$ cat src/hw/pm_pkg.sv
package pm_pkg;

  localparam int unsigned POWER_DOWN_WAIT   = 20; // cycles held in powered down
  localparam int unsigned POST_POWERUP_WAIT = 12; // settle time before the health check
  localparam int unsigned STEP_WAIT         = 4;  // cycles between rail steps
  localparam int unsigned BUTTON_HOLD       = 40; // hold length for a forced power-down
  localparam int unsigned WD_SHIFT          = 3;  // watchdog prescale bits below the conf

  typedef logic [15:0] wb_adr_t;
  typedef logic [15:0] wb_dat_t;
  typedef logic [5:0]  rail_en_t;    // ps_on, 3v3, 5v, 12v, 1v8, 1v0
  typedef logic [4:0]  power_good_t; // atx ok, aux 3v3, three mgt
  typedef logic [7:0]  health_t;
  typedef logic [2:0]  count_t;
  typedef logic [1:0]  cause_t;
  typedef logic [4:0]  wd_conf_t;

  localparam int unsigned NUM_RAILS = $bits(rail_en_t);

  typedef logic [$clog2(POWER_DOWN_WAIT+1)-1:0]   pd_wait_t;
  typedef logic [$clog2(POST_POWERUP_WAIT+1)-1:0] post_wait_t;
  typedef logic [$clog2(STEP_WAIT)-1:0]           step_wait_t;
  typedef logic [$clog2(NUM_RAILS+1)-1:0]         step_idx_t;
  typedef logic [$clog2(BUTTON_HOLD+2)-1:0]       hold_cnt_t;
  typedef logic [$bits(wd_conf_t)+WD_SHIFT-1:0]   wd_timer_t;

  localparam count_t  MAX_CRASHES      = 3'd3;
  localparam count_t  MAX_WD_OVERFLOWS = 3'd7;
  localparam health_t HEALTH_MASK      = '1; // every health input must be good

  localparam cause_t CAUSE_COLD  = 2'd0;
  localparam cause_t CAUSE_CRASH = 2'd1;
  localparam cause_t CAUSE_WD    = 2'd2;
  localparam cause_t CAUSE_USER  = 2'd3;

  localparam wb_adr_t REG_STATE     = 16'd0;
  localparam wb_adr_t REG_POWERUP   = 16'd1;
  localparam wb_adr_t REG_POWERDOWN = 16'd2;
  localparam wb_adr_t REG_CRASH     = 16'd3;
  localparam wb_adr_t REG_WD        = 16'd4;
  localparam wb_adr_t REG_CHS       = 16'd5;
  localparam wb_adr_t REG_PG        = 16'd6;
  localparam wb_adr_t REG_WD_CONF   = 16'd7;

  typedef enum logic [2:0] {
    POWERED_DOWN,
    POWERING_UP,
    CHECK,
    POWERED_UP,
    NO_POWER
  } power_state_t;

  typedef struct packed {
    power_state_t power_state;
    cause_t       no_power_cause;
    count_t       unacked_crashes;
    count_t       unacked_wd;
    logic         chs_pending;
  } pm_status_t;

  typedef struct packed {
    logic powerup;
    logic powerdown;
    logic reset;     // soft reset request, a zero written to the powerdown register
    logic crash_ack;
    logic wd_ack;
    logic chs_ack;
  } pm_cmd_t;

endpackage
$ cat src/hw/power_manager.sv
`timescale 1ns/1ps

module power_manager import pm_pkg::*; (
  input  logic        wb_clk_i,
  input  logic        wb_rst_i,
  input  logic        wb_cyc_i,
  input  logic        wb_stb_i,
  input  logic        wb_we_i,
  input  wb_adr_t     wb_adr_i,
  input  wb_dat_t     wb_dat_i,
  output wb_dat_t     wb_dat_o,
  output logic        wb_ack_o,
  input  health_t     health_i,
  input  logic        unsafe_health_i,
  input  logic        cold_start_i,
  input  logic        dma_done_i,
  input  logic        chs_button_i,
  input  power_good_t power_good_i,
  output logic        power_ok_o,
  output cause_t      no_power_cause_o,
  output logic        soft_reset_o,
  output logic        crash_o,
  output logic        chs_pending_o,
  output rail_en_t    rail_en_o,
  output logic        atx_load_res_off_o
);

  pm_cmd_t      cmd;
  pm_status_t   status;
  power_state_t power_state;
  wd_conf_t     wd_conf;
  count_t       unacked_crashes;
  count_t       unacked_wd;
  logic         chs_strb;
  logic         chs_force;
  logic         chs_powerdown;
  logic         wd_overflow;
  logic         power_up_req;
  logic         up_done;

  assign status.power_state     = power_state;
  assign status.no_power_cause  = no_power_cause_o;
  assign status.unacked_crashes = unacked_crashes;
  assign status.unacked_wd      = unacked_wd;
  assign status.chs_pending     = chs_pending_o;

  power_fsm u_fsm (
    .wb_clk_i, .wb_rst_i, .cmd_i(cmd), .health_i, .unsafe_health_i, .cold_start_i,
    .dma_done_i, .chs_strb_i(chs_strb), .chs_force_i(chs_force),
    .chs_powerdown_i(chs_powerdown), .wd_overflow_i(wd_overflow),
    .unacked_crashes_i(unacked_crashes), .unacked_wd_i(unacked_wd), .up_done_i(up_done),
    .power_state_o(power_state), .no_power_cause_o, .power_up_req_o(power_up_req),
    .power_ok_o, .soft_reset_o, .crash_o, .atx_load_res_off_o
  );

  rail_sequencer u_rails (
    .wb_clk_i, .wb_rst_i, .power_up_req_i(power_up_req), .rail_en_o, .up_done_o(up_done)
  );

  button_timer u_button (
    .wb_clk_i, .wb_rst_i, .chs_button_i, .no_power_i(power_state == NO_POWER),
    .chs_strb_o(chs_strb), .chs_force_o(chs_force)
  );

  fault_tracker u_faults (
    .wb_clk_i, .wb_rst_i, .power_state_i(power_state), .crash_i(crash_o), .cmd_i(cmd),
    .wd_conf_i(wd_conf), .chs_strb_i(chs_strb), .wd_overflow_o(wd_overflow),
    .unacked_crashes_o(unacked_crashes), .unacked_wd_o(unacked_wd), .chs_pending_o,
    .chs_powerdown_o(chs_powerdown)
  );

  pm_wb_regs u_regs (
    .wb_clk_i, .wb_rst_i, .wb_cyc_i, .wb_stb_i, .wb_we_i, .wb_adr_i, .wb_dat_i, .wb_dat_o,
    .wb_ack_o, .status_i(status), .power_good_i, .cmd_o(cmd), .wd_conf_o(wd_conf)
  );

endmodule

$ cat src/hw/power_fsm.sv
`timescale 1ns/1ps

module power_fsm import pm_pkg::*; (
  input  logic         wb_clk_i,
  input  logic         wb_rst_i,
  input  pm_cmd_t      cmd_i,
  input  health_t      health_i,
  input  logic         unsafe_health_i,
  input  logic         cold_start_i,
  input  logic         dma_done_i,
  input  logic         chs_strb_i,
  input  logic         chs_force_i,
  input  logic         chs_powerdown_i,
  input  logic         wd_overflow_i,
  input  count_t       unacked_crashes_i,
  input  count_t       unacked_wd_i,
  input  logic         up_done_i,
  output power_state_t power_state_o,
  output cause_t       no_power_cause_o,
  output logic         power_up_req_o,
  output logic         power_ok_o,
  output logic         soft_reset_o,
  output logic         crash_o,
  output logic         atx_load_res_off_o
);

  power_state_t state;
  pd_wait_t     pd_wait;
  post_wait_t   post_wait;
  logic         first_boot;
  logic         pre_check_ok;
  logic         user_down;

  assign pre_check_ok = ((health_i & HEALTH_MASK) == HEALTH_MASK) && dma_done_i;
  assign user_down    = chs_force_i || chs_powerdown_i || cmd_i.powerdown;

  assign power_state_o      = state;
  assign power_up_req_o     = state inside {POWERING_UP, CHECK, POWERED_UP};
  assign power_ok_o         = state == POWERED_UP;
  assign atx_load_res_off_o = state inside {POWERED_UP, NO_POWER};

  always_ff @(posedge wb_clk_i) begin
    crash_o      <= 1'b0; // both are one-cycle pulses
    soft_reset_o <= 1'b0;
    if (wb_rst_i) begin
      state            <= POWERED_DOWN;
      pd_wait          <= pd_wait_t'(POWER_DOWN_WAIT);
      post_wait        <= '0;
      first_boot       <= 1'b1;
      no_power_cause_o <= CAUSE_COLD;
      soft_reset_o     <= 1'b1;
    end else begin
      case (state)
        POWERED_DOWN: begin
          if (chs_force_i) begin
            state            <= NO_POWER;
            no_power_cause_o <= CAUSE_USER;
          end else if (pd_wait != '0) begin
            pd_wait <= pd_wait - 1'b1;
          end else if (pre_check_ok) begin
            first_boot <= 1'b0;
            if (cold_start_i && first_boot) begin // cold start waits for software
              state            <= NO_POWER;
              no_power_cause_o <= CAUSE_COLD;
            end else begin
              state <= POWERING_UP;
            end
          end
        end
        POWERING_UP: begin
          if (chs_force_i) begin
            state            <= NO_POWER;
            no_power_cause_o <= CAUSE_USER;
          end else if (up_done_i) begin
            state     <= CHECK;
            post_wait <= post_wait_t'(POST_POWERUP_WAIT);
          end
        end
        CHECK: begin
          if (chs_force_i) begin
            state            <= NO_POWER;
            no_power_cause_o <= CAUSE_USER;
          end else if (post_wait != '0) begin
            post_wait <= post_wait - 1'b1;
          end else if (unsafe_health_i) begin // failed post-check counts as a crash
            crash_o <= 1'b1;
            if (unacked_crashes_i >= MAX_CRASHES) begin
              state            <= NO_POWER;
              no_power_cause_o <= CAUSE_CRASH;
            end else begin
              state        <= POWERED_DOWN;
              pd_wait      <= pd_wait_t'(POWER_DOWN_WAIT);
              soft_reset_o <= 1'b1;
            end
          end else begin
            state <= POWERED_UP;
          end
        end
        POWERED_UP: begin
          if (user_down) begin // highest priority
            state            <= NO_POWER;
            no_power_cause_o <= CAUSE_USER;
          end else if (unsafe_health_i) begin
            crash_o <= 1'b1;
            if (unacked_crashes_i >= MAX_CRASHES) begin
              state            <= NO_POWER;
              no_power_cause_o <= CAUSE_CRASH;
            end else begin
              state        <= POWERED_DOWN;
              pd_wait      <= pd_wait_t'(POWER_DOWN_WAIT);
              soft_reset_o <= 1'b1;
            end
          end else if (wd_overflow_i) begin
            if (unacked_wd_i == MAX_WD_OVERFLOWS) begin
              state            <= NO_POWER;
              no_power_cause_o <= CAUSE_WD;
            end else begin
              state        <= POWERED_DOWN;
              pd_wait      <= pd_wait_t'(POWER_DOWN_WAIT);
              soft_reset_o <= 1'b1;
            end
          end else if (cmd_i.reset) begin // lowest priority
            state        <= POWERED_DOWN;
            pd_wait      <= pd_wait_t'(POWER_DOWN_WAIT);
            soft_reset_o <= 1'b1;
          end
        end
        NO_POWER: begin
          if (chs_strb_i || cmd_i.powerup) begin
            state        <= POWERED_DOWN;
            pd_wait      <= pd_wait_t'(POWER_DOWN_WAIT);
            soft_reset_o <= 1'b1;
          end
        end
        default: state <= POWERED_DOWN;
      endcase
    end
  end

endmodule

$ cat src/hw/pm_wb_regs.sv
`timescale 1ns/1ps

module pm_wb_regs import pm_pkg::*; (
  input  logic        wb_clk_i,
  input  logic        wb_rst_i,
  input  logic        wb_cyc_i,
  input  logic        wb_stb_i,
  input  logic        wb_we_i,
  input  wb_adr_t     wb_adr_i,
  input  wb_dat_t     wb_dat_i,
  output wb_dat_t     wb_dat_o,
  output logic        wb_ack_o,
  input  pm_status_t  status_i,
  input  power_good_t power_good_i,
  output pm_cmd_t     cmd_o,
  output wd_conf_t    wd_conf_o
);

  logic access;
  logic wr;

  assign access = wb_cyc_i && wb_stb_i && !wb_ack_o; // new cycle, ack not yet given
  assign wr     = access && wb_we_i;

  always_ff @(posedge wb_clk_i) begin
    if (wb_rst_i) begin
      wb_ack_o  <= 1'b0;
      cmd_o     <= '0;
      wd_conf_o <= '0; // watchdog off
    end else begin
      wb_ack_o <= access;
      cmd_o    <= '0;
      if (wr) begin
        case (wb_adr_i)
          REG_POWERUP:   cmd_o.powerup <= wb_dat_i != '0;
          REG_POWERDOWN: begin
            cmd_o.powerdown <= wb_dat_i != '0;
            cmd_o.reset     <= wb_dat_i == '0;
          end
          REG_CRASH:     cmd_o.crash_ack <= 1'b1;
          REG_WD:        cmd_o.wd_ack    <= 1'b1;
          REG_CHS:       cmd_o.chs_ack   <= 1'b1;
          REG_WD_CONF:   wd_conf_o       <= wd_dat_conf(wb_dat_i);
          default: ;
        endcase
      end
    end
  end

  function automatic wd_conf_t wd_dat_conf(input wb_dat_t dat);
    return dat[$bits(wd_conf_t)-1:0]; // upper bits ignored
  endfunction

  // master holds the address through the ack cycle
  always_comb begin
    wb_dat_o = '0;
    case (wb_adr_i)
      REG_STATE: begin
        wb_dat_o[2:0] = status_i.power_state;
        wb_dat_o[9:8] = status_i.no_power_cause;
      end
      REG_CRASH:   wb_dat_o[2:0] = status_i.unacked_crashes;
      REG_WD:      wb_dat_o[2:0] = status_i.unacked_wd;
      REG_CHS:     wb_dat_o[0]   = status_i.chs_pending;
      REG_PG:      wb_dat_o[4:0] = power_good_i;
      REG_WD_CONF: wb_dat_o[4:0] = wd_conf_o;
      default: ;
    endcase
  end

endmodule

$ cat src/hw/fault_tracker.sv
`timescale 1ns/1ps

module fault_tracker import pm_pkg::*; (
  input  logic         wb_clk_i,
  input  logic         wb_rst_i,
  input  power_state_t power_state_i,
  input  logic         crash_i,
  input  pm_cmd_t      cmd_i,
  input  wd_conf_t     wd_conf_i,
  input  logic         chs_strb_i,
  output logic         wd_overflow_o,
  output count_t       unacked_crashes_o,
  output count_t       unacked_wd_o,
  output logic         chs_pending_o,
  output logic         chs_powerdown_o
);

  wd_timer_t wd_timer;
  logic      wd_run;
  logic      powered_up;

  assign powered_up = power_state_i == POWERED_UP;
  assign wd_run     = powered_up && (wd_conf_i != '0);

  // the fsm sees the count from before this overflow
  assign wd_overflow_o = wd_run && (wd_timer[$bits(wd_timer_t)-1 -: $bits(wd_conf_t)] == wd_conf_i);

  always_ff @(posedge wb_clk_i) begin
    if (wb_rst_i || !wd_run || wd_overflow_o || cmd_i.wd_ack) begin
      wd_timer <= '0; // software kicks the watchdog by acknowledging
    end else begin
      wd_timer <= wd_timer + 1'b1;
    end
  end

  always_ff @(posedge wb_clk_i) begin
    if (wb_rst_i || cmd_i.wd_ack) begin
      unacked_wd_o <= '0;
    end else if (wd_overflow_o && unacked_wd_o != '1) begin
      unacked_wd_o <= unacked_wd_o + 1'b1; // saturates
    end
  end

  always_ff @(posedge wb_clk_i) begin
    if (wb_rst_i || cmd_i.crash_ack) begin
      unacked_crashes_o <= '0;
    end else if (crash_i && unacked_crashes_o != '1) begin
      unacked_crashes_o <= unacked_crashes_o + 1'b1;
    end
  end

  always_ff @(posedge wb_clk_i) begin
    chs_powerdown_o <= 1'b0;
    if (wb_rst_i || !powered_up) begin
      chs_pending_o <= 1'b0;
    end else if (chs_pending_o && cmd_i.chs_ack) begin
      chs_pending_o   <= 1'b0;
      chs_powerdown_o <= 1'b1; // software agreed to the shutdown
    end else if (chs_strb_i) begin
      chs_pending_o <= 1'b1;
    end
  end

endmodule

$ cat src/hw/button_timer.sv
`timescale 1ns/1ps

module button_timer import pm_pkg::*; (
  input  logic wb_clk_i,
  input  logic wb_rst_i,
  input  logic chs_button_i,
  input  logic no_power_i,
  output logic chs_strb_o,
  output logic chs_force_o
);

  localparam hold_cnt_t HOLD_SAT = hold_cnt_t'(BUTTON_HOLD + 1); // parked past the force point

  hold_cnt_t hold_cnt;

  always_ff @(posedge wb_clk_i) begin
    if (wb_rst_i || !chs_button_i) begin
      hold_cnt <= '0; // release restarts the timing
    end else if (no_power_i) begin
      // only the press matters here, a long hold must not force anything
      hold_cnt <= (hold_cnt == '0) ? hold_cnt_t'(1) : HOLD_SAT;
    end else if (hold_cnt != HOLD_SAT) begin
      hold_cnt <= hold_cnt + 1'b1;
    end
  end

  assign chs_strb_o  = hold_cnt == hold_cnt_t'(1);
  assign chs_force_o = hold_cnt == hold_cnt_t'(BUTTON_HOLD);

endmodule

$ cat src/hw/rail_sequencer.sv
`timescale 1ns/1ps

module rail_sequencer import pm_pkg::*; (
  input  logic     wb_clk_i,
  input  logic     wb_rst_i,
  input  logic     power_up_req_i,
  output rail_en_t rail_en_o,
  output logic     up_done_o
);

  step_idx_t  step;  // number of rails currently enabled
  step_wait_t delay;
  logic       moving;

  // still work to do in the requested direction
  assign moving = power_up_req_i ? (step != step_idx_t'(NUM_RAILS)) : (step != '0);

  always_ff @(posedge wb_clk_i) begin
    if (wb_rst_i) begin
      step  <= '0;
      delay <= '0;
    end else if (!moving) begin
      delay <= '0;
    end else if (delay == step_wait_t'(STEP_WAIT - 1)) begin
      delay <= '0;
      if (power_up_req_i) begin
        step <= step + 1'b1; // next rail on
      end else begin
        step <= step - 1'b1; // last rail off first
      end
    end else begin
      delay <= delay + 1'b1;
    end
  end

  // thermometer decode of the step index
  always_comb begin
    rail_en_o = '0;
    for (int i = 0; i < NUM_RAILS; i++) begin
      rail_en_o[i] = step > step_idx_t'(i);
    end
  end

  assign up_done_o = step == step_idx_t'(NUM_RAILS);

endmodule

$ cat config.mk
export PLATFORM = sky130hd
export DESIGN_NAME = power_manager
export DESIGN_NICKNAME = d
export VERILOG_FILES = /design/src/hw/pm_pkg.sv /design/src/hw/power_manager.sv /design/src/hw/power_fsm.sv /design/src/hw/pm_wb_regs.sv /design/src/hw/fault_tracker.sv /design/src/hw/button_timer.sv /design/src/hw/rail_sequencer.sv
export SDC_FILE = /design/constraint.sdc
export NUM_CORES = 1
export LEC_CHECK = 0
export BUFFER_PORTS_ARGS = -buffer_cell sky130_fd_sc_hd__buf_4
export CORE_MARGIN = 3
export CORE_UTILIZATION = 25
export CTS_CLUSTER_SIZE = 25
export DETAILED_ROUTE_END_ITERATION = 12
export GPL_ROUTABILITY_DRIVEN = 0
export GPL_TIMING_DRIVEN = 0
export PLACE_DENSITY = 0.43
export SLEW_MARGIN = 10
export SYNTH_ARGS = -nofsm -noshare
export SYNTH_HDL_FRONTEND = slang
export SYNTH_SLANG_ARGS = --single-unit
export TNS_END_PERCENT = 100
$ cat constraint.sdc
create_clock -name wb_clk_i -period 1.85 [get_ports wb_clk_i]
set_input_delay 0.2775 -clock wb_clk_i [delete_from_list [all_inputs] [get_ports wb_clk_i]]
set_output_delay 0.2775 -clock wb_clk_i [all_outputs]
set_load 0.1 [all_outputs]
Word level (Yosys, flattened, before mapping) --
Cells that the tools add are included. Widths: inputs -> output; s select.
Storage, ports and cells: input port bits 54, register bits after elaboration 56
Operators by class: multiplexer cells 78, bitwise operators 6, $lt $le $gt $ge 7, reductions and logical operators 51, eq/ne operators 44, add/sub/neg operators 9
Operators with widths (count):
- $eq 16x3->1 const B | 4
- $mux 5 | 12
- $mux 3 | 17
- $eq 16x2->1 const B | 2
- $logic_not 16->1 | 2
- $mux 2 | 14
- $pmux 5 s4 | 1
- $mux 1 | 19
- $mux 6 | 3
- $eq 16x1->1 const B | 1
- $mux 4 | 4
- $ne 2x2->1 const B | 8
- $reduce_bool 16->1 | 1
- $pmux 3 s5 | 1
- $reduce_bool 4->1 | 3
- $logic_and 1x1->1 | 10
- $logic_or 1x1->1 | 10
- $pmux 2 s5 | 1
- $reduce_and 10->1 | 1
- $reduce_bool 5->1 | 2
- $add 3x1->3 const B | 3
- $eq 3x3->1 const B | 3
- $ne 3x1->1 const B | 3
- $ne 3x2->1 const B | 3
- 43 further kinds | 67

Longest topological paths before layout --
depth after elaboration 7, mapped depth 8, depth with buffers taken out 8

Cells and area by module --
Synthesis repeated with hierarchy kept, for this count alone.
Unflattened totals: cells, all modules 433, area, all modules 3682.3 µm²
By module, submodules not included:
- power_fsm | cells each 167, instances 1, seq. area each 340.3 µm², area an instance 1262.5 µm²
- pm_wb_regs | cells each 97, instances 1, seq. area each 240.2 µm², area an instance 867.1 µm²
- fault_tracker | cells each 79, instances 1, seq. area each 320.3 µm², area an instance 768.2 µm²
- rail_sequencer | cells each 46, instances 1, seq. area each 100.1 µm², area an instance 395.4 µm²
- button_timer | cells each 43, instances 1, seq. area each 120.1 µm², area an instance 376.6 µm²
- power_manager | cells each 1, instances 1, seq. area each 0.0 µm², area an instance 12.5 µm²

Worst setup path before layout --
Ideal clock, no wire load.
path kind register to output, start point register u_rails.step[0], end point output rail_en_o[3], arrival time 4112 ps, slack -2539 ps, stages on the path, launching flop included 4, buffers on the path 0, cells stage by stage dfxtp_1 -> inv_1 -> o21ai_0 -> nor2b_1
On the way: cells in the longest elaborated chain, start to end 1
Ends and longest elaborated chain:
- from (decl) | RTL line rail_sequencer.sv:11 | step_idx_t step;
- from (signal assigned) | RTL line rail_sequencer.sv:27 | step <= step + 1'b1;
- from (signal assigned) | RTL line rail_sequencer.sv:29 | step <= step - 1'b1;
- $gt 3x2->1 | RTL line rail_sequencer.sv:40 | rail_en_o[i] = step > step_idx_t'(i);
- to (decl) | RTL line power_manager.sv:24 | output rail_en_t rail_en_o,
Every way passes these cells.

Final worst setup path --
start point input wb_adr_i[9], end point output wb_dat_o[0]
On the way: cells in the longest elaborated chain, start to end 2, elaborated cells between the ends (all ways) 7
Ends and longest elaborated chain:
- from (decl) | RTL line power_manager.sv:9 | input wb_adr_t wb_adr_i,
- $eq 16x3->1 (tied with other cells) | RTL line pm_wb_regs.sv:57 | case (wb_adr_i)
- $pmux 1 s6 (*) | RTL line pm_wb_regs.sv:57
- to (decl) | RTL line power_manager.sv:11 | output wb_dat_t wb_dat_o,
Mark *: on every way between the ends. The rest lies on a longest branch, timed or not.

==> impl_metrics.csv <==
group,metric,value,unit
timing,finalSetupTns,-1.71,ns
routing,drtIter0Drc,143,
power_and_ir_drop,max-vdd-ir-drop,563,µV
run_status,failed_checks,"setup timing",
routing,drt.antenna.violating_nets,0,
setup_path,path_cells,"buf_4, nor4_4, nand4b_1, or3_4, buf_6, o221ai_4, buf_12",
global_routing,grt_usage,13.7,%
placed_design,port_buffers,71,
setup_path,crit_required,1.57,ns
timing,hold_viol,0,
synth,synth.yosys.seq_area_share,32.8,%
floorplanning,core,0.0133,mm²
placed_design,hpwl,7.73,mm
power_and_ir_drop,power_density,784,mW/mm²
synth,netlist.area_leader.share,32.8,%
floorplanning,die-area,0.0151,mm²
timing,worst_slew_pin_slew,0.653,ns
timing,layout_setup_ws,-0.228,ns
clocking,clk-insertion-delay-late,0.30,ns
floorplanning,io_pins,84,
timing,finClkSkew,0.00784,ns
finish,stdcell_count,717,
floorplanning,die_h,123,µm
placed_design,dp.cells,676,
floorplanning,start_util,25.7,%
synth,ys.flop_type,"dfxtp_1",
synth,netlist_area,0.00342,mm²
global_routing,grt-ovfl-total,0,
routing,num_vias,3447,
hold_path,hold_class,"input pin to flop",
floorplanning,die_w,123,µm
timing,finalSetupViolCount,14,
clocking,numCtsBuffers,5,
timing,rsz0062_at_grt,"true",
synth,synth_area_per_cell,8.12,µm²
global_routing,grt_pass1_wl,16.5,mm
synth,synthTopCellsByArea,"dfxtp_1 33%, ha_1 7.3%, nor2_1 6.9%",
finish,antenna_cells,0,
run_status,status,"finished with violations",
clocking,cts_tree,"done",
setup_path,cp_slowest_cell,"or3_4",
routing,wl_per_cell,14.5,µm
synth,ys_types,61,
synth,synth_edf_count,0,
clocking,cts.path.max_buffers,2,
global_routing,grt_pass1_vias,3285,
synth,synthArstFlopShare,0,%
run,maxCapViolations,0,
routing,first_pass_iters,5,
global_routing,antenna_found_initial,0,
global_routing,grt_max_degree,19,
setup_path,critPathCaptureType,"primary output",
timing,drv_slew,0,
power_and_ir_drop,p_leak,2.11,nW
clocking,cts_max_level,2,
synth,ys_ff_latch,56,
setup_path,arrival,1.80,ns
routing,drc_errors,0,
finish,fin_nets,614,
finish,drive_gt1_share,40.5,%
routing,wl,10.4,mm
finish,area_growth_syn_to_layout,52.5,%
synth,yosys_warnings,0,
timing,fmax,481,MHz
synth,yosys.area.top_type,"dfxtp_1",
timing,min_period,2.08,ns
clocking,clock_sinks,56,
timing,finalCritPeriodShare,112,%
setup_path,cp-start-kind,"input pin",
setup_path,worst-setup-path-type,"input pin to primary output",
finish,n_fill_cell,1354,
floorplanning,num_rows,42,
routing,avgViaCountPerCell,4.81,
setup_path,reg2reg_slack,-0.14,ns
synth,netlist_instances,421,
clocking,clkTransAtPathRegs,0.07,ns
timing,slew_headroom,56.5,%
setup_path,crit_fanout,4,
clocking,root_buffer,"clkbuf_16",
setup_path,crit_path_max_incr_delay,0.46,ns
==> cells in the mapped netlist (all sizes together) (2+ instances only) <==
cell      n
o21bai    3
nor3     21
a21oi    16
a211o     3
o22ai     3
a22o      2
o31ai     3
inv      25
buf      14
a21o      4
a211oi    4
nor3b     4
nor2     63
nand2    30
mux2i    15
a31oi     7
nand3b    3
xnor2     6
a2111oi   2
and3      8
dfxtp    56
ha       20
mux2      5
nor2b     7
nand3    17
xor2      9
and2      3
or2       3
nand2b    5
nand4     5
or3       3
a32oi     4
o32ai     2
nor4     10
o21ai     7
clkbuf    8
and4      2
a311oi    3
==> worst max-delay path: cells and delay by family <==
family	cells	cell delay [ns]
AO/OA/AOI/OAI	1	0.15
buffers and inverters	3	0.45
AND/OR/NAND/NOR	3	0.92
==> metrics by stage <==
| stage | utilization [%] | total power, mW | hold slack, ns | cell area [µm²] | setup slack [ns] |
|---|---|---|---|---|---|
| CTS | 37.4 | 3.99 | 0.226 | 4970 | -0.261 |
| global route | 39.2 | 4.33 | 0.235 | 5210 | -0.277 |
| finish | 39.2 | 4.09 | 0.229 | 5210 | -0.228 |
| global placement | 33.1 | 2.84 | 0.408 | 4400 | -0.986 |
| floorplan | - | 2.48 | 0.396 | 3640 | -0.643 |
| detailed placement | 33.1 | 2.84 | 0.410 | 4400 | -0.934 |
==> path summary, 6_finish.rpt <==
| check | startpoint | endpoint | cells after the start |
|---|---|---|---|
| max | wb_adr_i[9] | wb_dat_o[0] | 7 |
| min reg2reg | u_regs.cmd_o[0] | u_faults.chs_powerdown_o | 2 |
| max reg2reg | u_faults.unacked_crashes_o[1] | u_fsm.pd_wait[4] | 7 |
| min | wb_dat_i[1] | u_regs.wd_conf_o[1] | 3 |
==> timing repair <==
action,in CTS,in global routing
hold buffers,0,0
resized for setup,75,36
cloned,0,0
endpoints found under the setup margin,34,34
setup buffers,21,13
pin swaps,29,19
==> final cells by class <==
class | instances | area [µm²] | area share [%]
multi-input cells | 326 | 2510 | 48.2
repair buffers | 105 | 928 | 17.8
clock inverters | 3 | 22.5 | 0.432
inverters | 25 | 97.6 | 1.87
flip-flops and latches | 56 | 1160 | 22.2
clock buffers | 5 | 125 | 2.40
well taps | 176 | 220 | 4.22
plain buffers | 21 | 148 | 2.83
==> kinds of logic (layout without fill, tap and decap cells) <==
kind of cell    after synthesis  after routing  share of synthesized area, %
simple gates                190            190                          28.4
flops                        56             56                          32.8
xor+xnor                     15             15                          3.84
mux                          20             20                          6.04
other cells                   1              9                         0.110
buf+inv                      47            159                          6.44
fa+ha+maj                    20             20                          7.32
compound gates               72             72                          15.0
==> report_power, final <==
part           leakage, nW  internal [mW]  switching (mW)
sequential           0.465           1.30          0.0759
clock               0.0742          0.509           0.490
combinational         1.58          0.724           0.995
==> per-layer routing <==
metal	up-vias	global-route usage, %	part of all wire, %
met1	1616	17.5	44
met3	8	2.65	5.4
li1	1732	-	-
met5	-	0	0
met4	0	3.08	1.1
met2	91	23.8	49
==> sequential cells by signal, summed over array words and instances, names as in the netlist, 4 cells and up <==
| name | count |
|---|---|
| u_button.hold_cnt | 6 |
| u_faults.wd_timer | 8 |
| u_fsm.pd_wait | 5 |
| u_fsm.post_wait | 4 |
| u_regs.cmd_o | 6 |
| u_regs.wd_conf_o | 5 |
==> layout by cell type (no fill, tap or decap), types with 6 or more instances in the layout <==
master and n:
ha_1 16, xor2_1 9, nand3_1 15, xnor2_1 6, nor3_1 18, inv_1 20, a21oi_1 10, buf_4 95
nor2_1 54, dfxtp_1 35, buf_12 7, nand2_1 26, a31oi_1 6, and3_1 7, conb_1 9, mux2i_1 15
nor2_4 6, dfxtp_2 17, buf_6 13, clkbuf_1 6
(Power assumes the default switching activity.)
